$ cat src/design/lsu_pkg.sv
// shared types of the load-store unit, fixed 32-bit data path
// the bus address in data_bus_t is always word aligned
// size code 2'b11 is treated as a byte access everywhere
package lsu_pkg;

  ////////////////////
  // widths
  ////////////////////

  // byte offset within a word
  localparam int unsigned BYTE_OFFSET_W = 2;
  // data word
  localparam int unsigned DATA_W = 32;

  ////////////////////
  // types
  ////////////////////

  // access size, 2'b11 also decodes as byte
  typedef enum logic [1:0] {
    LSU_WORD = 2'b00,
    LSU_HALF = 2'b01,
    LSU_BYTE = 2'b10
  } lsu_type_e;

  // one command from the execute stage
  typedef struct packed {
    logic              we;
    lsu_type_e         size;
    logic              sign_ext;
    logic [DATA_W-1:0] wdata;
  } lsu_cmd_t;

  // address phase of a bus request
  typedef struct packed {
    logic [DATA_W-1:0] addr;
    logic              we;
    logic [3:0]        be;
    logic [DATA_W-1:0] wdata;
  } data_bus_t;

  // attributes captured at each grant, used when the response returns
  typedef struct packed {
    logic [BYTE_OFFSET_W-1:0] offset;
    lsu_type_e                size;
    logic                     sign_ext;
    logic                     we;
  } xfer_ctrl_t;

endpackage

$ cat src/design/lsu_store_align.sv
// byte enables and store data lanes for one bus beat, purely combinational
// handle_mis_i selects the second part of a split access
module lsu_store_align
  import lsu_pkg::*;
(
  input  logic [BYTE_OFFSET_W-1:0] offset_i,
  input  lsu_type_e                size_i,
  input  logic                     handle_mis_i,
  input  logic [DATA_W-1:0]        wdata_i,
  output logic [3:0]               be_o,
  output logic [DATA_W-1:0]        wdata_o
);

  // lanes covered by the access before shifting
  logic [3:0]          size_mask;
  // enables over two words, upper half spills into the next word
  logic [7:0]          be_span;
  // store data doubled so a shift gives a rotation
  logic [2*DATA_W-1:0] wdata_dbl;

  ////////////////////
  // byte enables
  ////////////////////

  always_comb begin
    unique case (size_i)
      LSU_WORD: size_mask = 4'b1111;
      LSU_HALF: size_mask = 4'b0011;
      // byte, and the 2'b11 alias
      default:  size_mask = 4'b0001;
    endcase
  end

  assign be_span = {4'b0000, size_mask} << offset_i;

  // first part keeps lanes up to 3
  // second part takes the bytes that ran past lane 3, moved down to lane 0
  assign be_o = handle_mis_i ? be_span[7:4] : be_span[3:0];

  ////////////////////
  // data rotation
  ////////////////////

  // rotate left by offset bytes, each byte then sits on its own lane
  // in both parts of a split access
  assign wdata_dbl = {wdata_i, wdata_i} << {offset_i, 3'b000};
  assign wdata_o   = wdata_dbl[2*DATA_W-1:DATA_W];

  // a byte access never ends up with an empty enable set
  a_byte_be_nonzero: assert final (
    $isunknown({size_i, offset_i, handle_mis_i}) ||
    !(size_i inside {LSU_BYTE, 2'b11}) ||
    (be_o != 4'b0000)
  );

endmodule

$ cat src/design/lsu_load_align.sv
// load realignment and extension for split and unsplit accesses
// the result is only meaningful in the cycle of the final rvalid
// the first beat is kept from rdata_update until the second beat arrives
module lsu_load_align
  import lsu_pkg::*;
(
  input  logic              clk_i,
  input  logic              rst_ni,
  input  logic              ctrl_update_i,
  input  logic              rdata_update_i,
  input  xfer_ctrl_t        xfer_i,
  input  logic [DATA_W-1:0] data_rdata_i,
  output xfer_ctrl_t        xfer_q_o,
  output logic [DATA_W-1:0] rdata_o
);

  xfer_ctrl_t        xfer_q;
  // upper three bytes of the first beat, lane 0 is never needed
  logic [DATA_W-1:8] rdata_q;
  // current beat moved down to the addressed byte
  logic [DATA_W-1:0] beat_shift;
  logic [DATA_W-1:0] word_rebuilt;
  logic [15:0]       half_raw;
  logic [7:0]        byte_raw;

  ////////////////////
  // registers
  ////////////////////

  // transfer attributes, refreshed at each grant
  always_ff @(posedge clk_i or negedge rst_ni) begin
    if (!rst_ni) begin
      xfer_q <= '0;
    end else if (ctrl_update_i) begin
      xfer_q <= xfer_i;
    end
  end

  // first beat of a split load
  always_ff @(posedge clk_i) begin
    if (rdata_update_i) begin
      rdata_q <= data_rdata_i[DATA_W-1:8];
    end
  end

  assign xfer_q_o = xfer_q;

  ////////////////////
  // realignment
  ////////////////////

  assign beat_shift = data_rdata_i >> {xfer_q.offset, 3'b000};

  // little endian, low bytes from the first beat, high bytes from the current one
  always_comb begin
    unique case (xfer_q.offset)
      2'b01:   word_rebuilt = {data_rdata_i[7:0], rdata_q[DATA_W-1:8]};
      2'b10:   word_rebuilt = {data_rdata_i[15:0], rdata_q[DATA_W-1:16]};
      2'b11:   word_rebuilt = {data_rdata_i[23:0], rdata_q[DATA_W-1:24]};
      default: word_rebuilt = data_rdata_i;
    endcase
  end

  // half word at offset 3 straddles two words
  assign half_raw = (xfer_q.offset == 2'b11) ? {data_rdata_i[7:0], rdata_q[DATA_W-1:24]} :
                                                beat_shift[15:0];

  // bytes never split
  assign byte_raw = beat_shift[7:0];

  ////////////////////
  // extension
  ////////////////////

  always_comb begin
    unique case (xfer_q.size)
      LSU_WORD: rdata_o = word_rebuilt;
      LSU_HALF: rdata_o = {{16{xfer_q.sign_ext & half_raw[15]}}, half_raw};
      // byte and the 2'b11 alias
      default:  rdata_o = {{24{xfer_q.sign_ext & byte_raw[7]}}, byte_raw};
    endcase
  end

  // attributes stay defined even when the FSM captures on a stray update
  a_xfer_known: assert property (
    @(posedge clk_i) disable iff (!rst_ni) !$isunknown(xfer_q_o)
  );

endmodule

$ cat src/design/lsu_ctrl_fsm.sv
// bus sequencing of one load or store, split into two beats when misaligned
// the execute stage holds the command until lsu_req_done_o
// a PMP-blocked request is never granted and gets no rvalid
// the registered PMP error then stands in for grant and response
module lsu_ctrl_fsm
  import lsu_pkg::*;
(
  input  logic              clk_i,
  input  logic              rst_ni,
  input  logic              lsu_req_i,
  input  logic              we_i,
  input  lsu_type_e         size_i,
  input  logic [DATA_W-1:0] addr_i,
  input  logic              data_gnt_i,
  input  logic              data_rvalid_i,
  input  logic              data_bus_err_i,
  input  logic              data_pmp_err_i,
  input  xfer_ctrl_t        xfer_q_i,
  output logic              data_req_o,
  output logic              handle_mis_o,
  output logic              ctrl_update_o,
  output logic              rdata_update_o,
  output logic              addr_incr_req_o,
  output logic [DATA_W-1:0] addr_last_o,
  output logic              lsu_req_done_o,
  output logic              lsu_resp_valid_o,
  output logic              lsu_rdata_valid_o,
  output logic              load_err_o,
  output logic              store_err_o,
  output logic              busy_o
);

  typedef enum logic [2:0] {
    IDLE,
    WAIT_GNT_MIS,
    WAIT_RVALID_MIS,
    WAIT_GNT,
    WAIT_RVALID_MIS_GNTS_DONE
  } ls_fsm_e;

  ls_fsm_e           ls_fsm_cs, ls_fsm_ns;
  logic              split_access;
  logic              handle_mis_q, handle_mis_d;
  // address-phase PMP error of the current beat
  logic              pmp_err_q, pmp_err_d;
  // error seen on the first part of a split access
  logic              lsu_err_q, lsu_err_d;
  logic              addr_update;
  logic [DATA_W-1:0] addr_last_q, addr_last_d;
  logic              any_err;

  // word crossing a word boundary, or half word at offset 3
  assign split_access =
      ((size_i == LSU_WORD) && (addr_i[BYTE_OFFSET_W-1:0] != 2'b00)) ||
      ((size_i == LSU_HALF) && (addr_i[BYTE_OFFSET_W-1:0] == 2'b11));

  ////////////////////
  // FSM
  ////////////////////

  always_comb begin
    ls_fsm_ns       = ls_fsm_cs;
    data_req_o      = 1'b0;
    addr_incr_req_o = 1'b0;
    handle_mis_d    = handle_mis_q;
    pmp_err_d       = pmp_err_q;
    lsu_err_d       = lsu_err_q;
    addr_update     = 1'b0;
    ctrl_update_o   = 1'b0;
    rdata_update_o  = 1'b0;

    unique case (ls_fsm_cs)
      IDLE: begin
        pmp_err_d = 1'b0;
        if (lsu_req_i) begin
          data_req_o = 1'b1;
          pmp_err_d  = data_pmp_err_i;
          lsu_err_d  = 1'b0;
          if (data_gnt_i) begin
            ctrl_update_o = 1'b1;
            addr_update   = 1'b1;
            handle_mis_d  = split_access;
            ls_fsm_ns     = split_access ? WAIT_RVALID_MIS : IDLE;
          end else begin
            ls_fsm_ns = split_access ? WAIT_GNT_MIS : WAIT_GNT;
          end
        end
      end

      // first part of a split access still waiting for its grant
      WAIT_GNT_MIS: begin
        data_req_o = 1'b1;
        if (data_gnt_i || pmp_err_q) begin
          addr_update   = 1'b1;
          ctrl_update_o = 1'b1;
          handle_mis_d  = 1'b1;
          ls_fsm_ns     = WAIT_RVALID_MIS;
        end
      end

      // second part on the bus, first response outstanding
      WAIT_RVALID_MIS: begin
        data_req_o      = 1'b1;
        addr_incr_req_o = 1'b1;
        if (data_rvalid_i || pmp_err_q) begin
          // new address phase, its own PMP check
          pmp_err_d      = data_pmp_err_i;
          lsu_err_d      = data_bus_err_i | pmp_err_q;
          rdata_update_o = ~we_i;
          ls_fsm_ns      = data_gnt_i ? IDLE : WAIT_GNT;
          // keep the first failing address for the trap value
          addr_update    = data_gnt_i & ~(data_bus_err_i | pmp_err_q);
          handle_mis_d   = ~data_gnt_i;
        end else if (data_gnt_i) begin
          ls_fsm_ns    = WAIT_RVALID_MIS_GNTS_DONE;
          handle_mis_d = 1'b0;
        end
      end

      // unsplit access, or second part after the first response
      WAIT_GNT: begin
        addr_incr_req_o = handle_mis_q;
        data_req_o      = 1'b1;
        if (data_gnt_i || pmp_err_q) begin
          ctrl_update_o = 1'b1;
          addr_update   = ~lsu_err_q;
          handle_mis_d  = 1'b0;
          ls_fsm_ns     = IDLE;
        end
      end

      // both parts granted, first response outstanding
      WAIT_RVALID_MIS_GNTS_DONE: begin
        addr_incr_req_o = 1'b1;
        if (data_rvalid_i) begin
          pmp_err_d      = data_pmp_err_i;
          // first part was granted, so no PMP error on it
          lsu_err_d      = data_bus_err_i;
          addr_update    = ~data_bus_err_i;
          rdata_update_o = ~we_i;
          ls_fsm_ns      = IDLE;
        end
      end

      default: ls_fsm_ns = IDLE;
    endcase
  end

  always_ff @(posedge clk_i or negedge rst_ni) begin
    if (!rst_ni) begin
      ls_fsm_cs    <= IDLE;
      handle_mis_q <= 1'b0;
      pmp_err_q    <= 1'b0;
      lsu_err_q    <= 1'b0;
    end else begin
      ls_fsm_cs    <= ls_fsm_ns;
      handle_mis_q <= handle_mis_d;
      pmp_err_q    <= pmp_err_d;
      lsu_err_q    <= lsu_err_d;
    end
  end

  ////////////////////
  // last address
  ////////////////////

  // second part reports its word address
  assign addr_last_d = addr_incr_req_o ? {addr_i[DATA_W-1:BYTE_OFFSET_W], 2'b00} : addr_i;

  always_ff @(posedge clk_i or negedge rst_ni) begin
    if (!rst_ni) begin
      addr_last_q <= '0;
    end else if (addr_update) begin
      addr_last_q <= addr_last_d;
    end
  end

  ////////////////////
  // responses
  ////////////////////

  assign any_err           = lsu_err_q | data_bus_err_i | pmp_err_q;
  // final response always lands back in IDLE
  assign lsu_resp_valid_o  = (data_rvalid_i | pmp_err_q) & (ls_fsm_cs == IDLE);
  assign lsu_rdata_valid_o = (ls_fsm_cs == IDLE) & data_rvalid_i & ~any_err & ~xfer_q_i.we;
  assign load_err_o        = any_err & ~xfer_q_i.we & lsu_resp_valid_o;
  assign store_err_o       = any_err & xfer_q_i.we & lsu_resp_valid_o;
  assign lsu_req_done_o    = (lsu_req_i | (ls_fsm_cs != IDLE)) & (ls_fsm_ns == IDLE);
  assign handle_mis_o      = handle_mis_q;
  assign addr_last_o       = addr_last_q;
  assign busy_o            = (ls_fsm_cs != IDLE);

  a_state_legal: assert property (
    @(posedge clk_i) disable iff (!rst_ni)
    ls_fsm_cs inside {IDLE, WAIT_GNT_MIS, WAIT_RVALID_MIS, WAIT_GNT, WAIT_RVALID_MIS_GNTS_DONE}
  );

  // the execute stage must present a known address for every request
  a_addr_known: assert property (
    @(posedge clk_i) disable iff (!rst_ni) data_req_o |-> !$isunknown(addr_i)
  );

  a_incr_busy: assert property (
    @(posedge clk_i) disable iff (!rst_ni) addr_incr_req_o |-> busy_o
  );

endmodule

$ cat src/design/lsu_top.sv
// load-store unit, one access in flight at a time on a req/gnt/rvalid bus
// addr_i must switch to the original address plus 4 while addr_incr_req_o is high
module lsu_top
  import lsu_pkg::*;
(
  input  logic              clk_i,
  input  logic              rst_ni,
  input  logic              lsu_req_i,
  input  lsu_cmd_t          lsu_cmd_i,
  input  logic [DATA_W-1:0] addr_i,
  input  logic              data_gnt_i,
  input  logic              data_rvalid_i,
  input  logic              data_bus_err_i,
  input  logic              data_pmp_err_i,
  input  logic [DATA_W-1:0] data_rdata_i,
  output logic              data_req_o,
  output data_bus_t         data_bus_o,
  output logic [DATA_W-1:0] lsu_rdata_o,
  output logic              lsu_rdata_valid_o,
  output logic              lsu_resp_valid_o,
  output logic              lsu_req_done_o,
  output logic              addr_incr_req_o,
  output logic [DATA_W-1:0] addr_last_o,
  output logic              load_err_o,
  output logic              store_err_o,
  output logic              busy_o
);

  logic              handle_mis;
  logic              ctrl_update;
  logic              rdata_update;
  xfer_ctrl_t        xfer_d;
  xfer_ctrl_t        xfer_q;
  logic [3:0]        be;
  logic [DATA_W-1:0] wdata_rot;

  // attributes of the beat being addressed
  always_comb begin
    xfer_d.offset   = addr_i[BYTE_OFFSET_W-1:0];
    xfer_d.size     = lsu_cmd_i.size;
    xfer_d.sign_ext = lsu_cmd_i.sign_ext;
    xfer_d.we       = lsu_cmd_i.we;
  end

  // bus address phase, always word aligned
  always_comb begin
    data_bus_o.addr  = {addr_i[DATA_W-1:BYTE_OFFSET_W], {BYTE_OFFSET_W{1'b0}}};
    data_bus_o.we    = lsu_cmd_i.we;
    data_bus_o.be    = be;
    data_bus_o.wdata = wdata_rot;
  end

  lsu_store_align u_store_align (
    .offset_i     (addr_i[BYTE_OFFSET_W-1:0]),
    .size_i       (lsu_cmd_i.size),
    .handle_mis_i (handle_mis),
    .wdata_i      (lsu_cmd_i.wdata),
    .be_o         (be),
    .wdata_o      (wdata_rot)
  );

  lsu_load_align u_load_align (
    .clk_i          (clk_i),
    .rst_ni         (rst_ni),
    .ctrl_update_i  (ctrl_update),
    .rdata_update_i (rdata_update),
    .xfer_i         (xfer_d),
    .data_rdata_i   (data_rdata_i),
    .xfer_q_o       (xfer_q),
    .rdata_o        (lsu_rdata_o)
  );

  lsu_ctrl_fsm u_ctrl_fsm (
    .clk_i             (clk_i),
    .rst_ni            (rst_ni),
    .lsu_req_i         (lsu_req_i),
    .we_i              (lsu_cmd_i.we),
    .size_i            (lsu_cmd_i.size),
    .addr_i            (addr_i),
    .data_gnt_i        (data_gnt_i),
    .data_rvalid_i     (data_rvalid_i),
    .data_bus_err_i    (data_bus_err_i),
    .data_pmp_err_i    (data_pmp_err_i),
    .xfer_q_i          (xfer_q),
    .data_req_o        (data_req_o),
    .handle_mis_o      (handle_mis),
    .ctrl_update_o     (ctrl_update),
    .rdata_update_o    (rdata_update),
    .addr_incr_req_o   (addr_incr_req_o),
    .addr_last_o       (addr_last_o),
    .lsu_req_done_o    (lsu_req_done_o),
    .lsu_resp_valid_o  (lsu_resp_valid_o),
    .lsu_rdata_valid_o (lsu_rdata_valid_o),
    .load_err_o        (load_err_o),
    .store_err_o       (store_err_o),
    .busy_o            (busy_o)
  );

endmodule

$ cat config.mk
export PLATFORM = sky130hd
export DESIGN_NAME = lsu_top
export DESIGN_NICKNAME = d
export VERILOG_FILES = /design/src/design/lsu_pkg.sv /design/src/design/lsu_store_align.sv /design/src/design/lsu_load_align.sv /design/src/design/lsu_ctrl_fsm.sv /design/src/design/lsu_top.sv
export SDC_FILE = /design/constraint.sdc
export NUM_CORES = 1
export LEC_CHECK = 0
export ABC_AREA = 1
export ABC_CLOCK_PERIOD_IN_PS = 4800
export CAP_MARGIN = 20
export CORE_UTILIZATION = 45
export CTS_BUF_LIST = sky130_fd_sc_hd__clkbuf_2
export DETAILED_ROUTE_END_ITERATION = 8
export DONT_BUFFER_PORTS = 1
export PLACE_DENSITY = 0.56
export SLEW_MARGIN = 20
export SYNTH_ARGS = -nofsm -noshare
export SYNTH_HDL_FRONTEND = slang
export SYNTH_HIERARCHICAL = 1
export SYNTH_SLANG_ARGS = --single-unit
$ cat constraint.sdc
create_clock -name clk_i -period 4.8 [get_ports clk_i]
set_clock_uncertainty 0.1 [all_clocks]
set_input_delay 0.24 -clock clk_i [delete_from_list [all_inputs] [get_ports clk_i]]
set_output_delay 0.24 -clock clk_i [all_outputs]
set_load 0.005 [all_outputs]
==> results.txt <==
- The flow ran to the end, and the final reports show no timing, DRC or antenna violations.
* Worst hold margin: 0.0700 ns
* CTS Buf Count: 9
- The number of failing hold endpoints at the final stage was 0.
- The first global-routing pass estimated 28900 um of wire.
- Among all flip-flop cells after synthesis, the most frequent one is sky130_fd_sc_hd__dfrtp_1.
- The cell area that synthesis handed to floorplanning was between 6000 and 7000 um^2.
- Total power density per cell area: 537 nW/um^2
- The average instance in the mapped netlist occupies 6.46 um^2.
* Top cells by area, synth: sky130_fd_sc_hd__nand2_1 (27%), sky130_fd_sc_hd__dfrtp_1 (18%), sky130_fd_sc_hd__edfxtp_1 (12%)
- Post-CTS setup buffer count: 0
- Violation count after the first detailed-route iteration: 558
* Setup crit end kind: output port
* Share of Yosys cell area claimed by the top area cell type: 0.265
* Worst-case vdd ir drop: approximately 0.00025 V
* Leading post-synthesis cells by instance count: sky130_fd_sc_hd__nand2_1 (432), sky130_fd_sc_hd__nand3_1 (102), sky130_fd_sc_hd__o21ai_0 (65)
* Antenna-violating nets left: 0
* Comb power frac: 0.601
* Area growth syn-to-layout: 6.55%
- After clock tree synthesis, the repair step resized 0 gates.
- DR top layer: met4
- Dividing the final minimum period by the clock period gives 0.676.
- The clock tree synthesis step divided the H-tree into 3 levels.
* Setup violation total in the final timing report: 0
- GRT overflow: 0
* Number of register bits inferred by synthesis: between 60 and 70
* DR WL/cell: 16.0 um
* Clock root cell: sky130_fd_sc_hd__clkbuf_2
* Relative max-transition margin: 0.321
- The count of pins over their slew limit was 0.
- Data on the critical path arrives at its endpoint at 2.91 ns.
- Crit path time final: 3.25 ns
- Share of the yosys chip area belonging to registers: 0.298
* Aggregate routed wire length: 18100 um
- Max Cap Viol: 0
- Unrepaired setup endpoints after global routing: no
- At the end of routability-driven placement, the weighted congestion stood at around 0.92.
* Antenna diode instance count: 0
- Async S/R FF share, synth: 0.647
- The die covers 14100 um^2.
- Hold/Removal Path Class: primary input to async pin
* Portion of total power attributed to sequential cells: 0.317
- Final Net Count: between 1000 and 1500
- Number of placement rows: 42
* Total I/O pin count: around 250
- Area leader, netlist: sky130_fd_sc_hd__nand2_1
- After legalization and detailed placement, the total HPWL measured 11900 um.
- For the pin with the worst max-slew slack, the measured transition is a little over 1 ns.
- Counting along the longest clock path gives a buffer depth of 2.
* Setup tns final: 0 ns
* Switching Fraction: 0.551
* Num Clock Sinks: 68
- Clock network fraction of design power: 0.082
* Met3 Routed Length: 1610 um
* Antenna violations before repair: 0
- Drc violations: 0
- The detailed router placed 6311 vias in this run.
- From left edge to right edge, the die measures 119 um.
- Core Area: ~13000 um^2
- Counting distinct cell types in the post-synthesis netlist gives 37.
* Worst EP required: 4.46 ns
* Detail Route met2 WL: 8540 um
- The initial utilization of the core area, before any placement, comes to 0.462.
- The worst setup path is launched from a register.
* Switch Pwr: 0.00193 W
- For this design, the CTS-stage hold fixing added between 70 and 80 buffers.
- Fraction of final layout cells sized beyond drive strength 1: 0.0787
* Classification of the worst setup path: register to output port
* Fill count: about 1400
- Cell count after synthesis: 947
- Routed metal-1 wirelength: 7440 um
- Leakage: 3.28 nW
- The clock reaches the later pin of the worst-skew pair after roughly 0.52 ns.
- Among all cell types in the netlist, the one instantiated most often is sky130_fd_sc_hd__nand2_1.
- In the global route stage, overall resource usage came out at 0.254.
- Derived from the worst setup path, the maximum achievable clock frequency is around 310 MHz.
- Entering global routing, the biggest net connects 46 pins.
- Overall Power: 0.00350 W
* P_int: 0.00157 W
- Drt pass-1 iters: 6
- In this run the vertical extent of the chip is 119 um.
- Count of flip-flops with a built-in enable after synthesis: 24
- After detailed routing, the number of vias per cell comes to 5.59.
* Crit path max fanout: 36
- YS warnings: 6
- Vias in the first global route: 5836
- TritonCTS built the clock tree.
* Port Buffer Count: 0
* Clock input transition at the sequential cells of the worst setup and hold paths: 0.20 ns
==> per-stage QoR <==
step           instance area, um^2  std cells  utilization  setup slack (ns)
2_1_floorplan                 6120        948            -              1.77
3_3_place_gp                  5690       1041        0.430              2.13
3_5_place_dp                  5690       1041        0.430              2.08
4_1_cts                       6520       1129        0.492              1.50
5_1_grt                       6520       1129        0.492              1.31
6_report                      6520       1129        0.492              1.55
==> critical path, cell delays in order, from the launching register on <==
cell                      delay, ns
sky130_fd_sc_hd__dfrtp_1       1.03
sky130_fd_sc_hd__inv_6         0.27
sky130_fd_sc_hd__nor2_8        0.39
sky130_fd_sc_hd__nand2_2       0.11
sky130_fd_sc_hd__nand4_4       0.10
sky130_fd_sc_hd__nand3_4       0.25
sky130_fd_sc_hd__nand3_1       0.21
==> area by class of cell <==
type,count,area (um^2),share of cell area
multi-input cells,737,3390,0.521
flip-flops and latches,68,1820,0.280
repair buffers,75,761,0.117
inverters,57,234,0.0359
well taps,176,220,0.0338
clock buffers,9,45.0,0.00691
clock inverters,7,40.0,0.00614
==> metal layers <==
layer | vias up | GRT usage
met5 | - | 0
met4 | 0 | 0.100
met3 | 48 | 0.0652
met2 | 332 | 0.424
met1 | 2896 | 0.311
li1 | 3035 | -
==> sequential cells by signal (all words and copies together) (netlist names) <==
register                 flops
u_ctrl_fsm/lsu_err_q         1
u_ctrl_fsm/handle_mis_o      1
u_ctrl_fsm/ls_fsm_cs         3
u_ctrl_fsm/pmp_err_q         1
u_load_align/xfer_q_o        6
u_load_align/rdata_q        24
u_ctrl_fsm/addr_last_o      32
==> power groups by stage <==
stage	sequential, W	clock, W	combinational (W)
2_1_floorplan	0.000954	0	0.00190
3_3_place_gp	0.00112	0	0.00197
3_5_place_dp	0.00112	0	0.00202
4_1_cts	0.00110	0.000308	0.00210
5_1_grt	0.00114	0.000320	0.00238
6_report	0.00111	0.000287	0.00210
==> worst paths after layout <==
path / from / endpoint / slack [ns] / cells after the start
max in group asynchronous: rst_ni / u_ctrl_fsm/addr_last_o[17]$_DFFE_PN0P_ / 3.80 / 3
min in group clk_i: data_rdata_i[31] / u_load_align/rdata_q[31]$_DFFE_PP_ / 0.19 / 1
worst min-delay path: rst_ni / u_ctrl_fsm/addr_last_o[18]$_DFFE_PN0P_ / 0.07 / 2
worst max register to register: u_ctrl_fsm/ls_fsm_cs[2]$_DFF_PN0_ / u_ctrl_fsm/addr_last_o[2]$_DFFE_PN0P_ / 2.03 / 7
worst min register to register: u_ctrl_fsm/addr_last_o[11]$_DFFE_PN0P_ / u_ctrl_fsm/addr_last_o[11]$_DFFE_PN0P_ / 0.46 / 2
worst max-delay path: u_load_align/xfer_q_o[5]$_DFFE_PN0P_ / lsu_rdata_o[31] / 1.55 / 6
==> placed cells by master, fill, tap and decap left out, drive strengths merged <==
| cell | synthesis | layout |
|---|---|---|
| nor2 | 53 | 53 |
| dfrtp | 44 | 44 |
| dlygate4sd3 | 0 | 71 |
| clkinv | 0 | 3 |
| inv | 57 | 60 |
| o22ai | 2 | 2 |
| conb | 1 | 2 |
| nand4 | 20 | 20 |
| mux2 | 2 | 2 |
| nand3 | 114 | 114 |
| o21ai | 82 | 82 |
| a21oi | 3 | 3 |
| buf | 79 | 4 |
| nand2 | 441 | 441 |
| nor3b | 1 | 1 |
| clkbuf | 7 | 9 |
| clkinvlp | 0 | 1 |
| edfxtp | 24 | 24 |
| o211ai | 12 | 12 |
| nor3 | 5 | 5 |
==> logic make-up (layout without fill, tap and decap cells) <==
logic type / Yosys count / count (layout) / synth area share
simple gates: 634 / 634 / 0.456
buf+inv: 143 / 148 / 0.149
compound gates: 99 / 99 / 0.0937
flops: 68 / 68 / 0.298
mux: 2 / 2 / 0.00368
other cells: 1 / 2 / 0.000613
No activity file was read; power rests on OpenSTA's default activity.
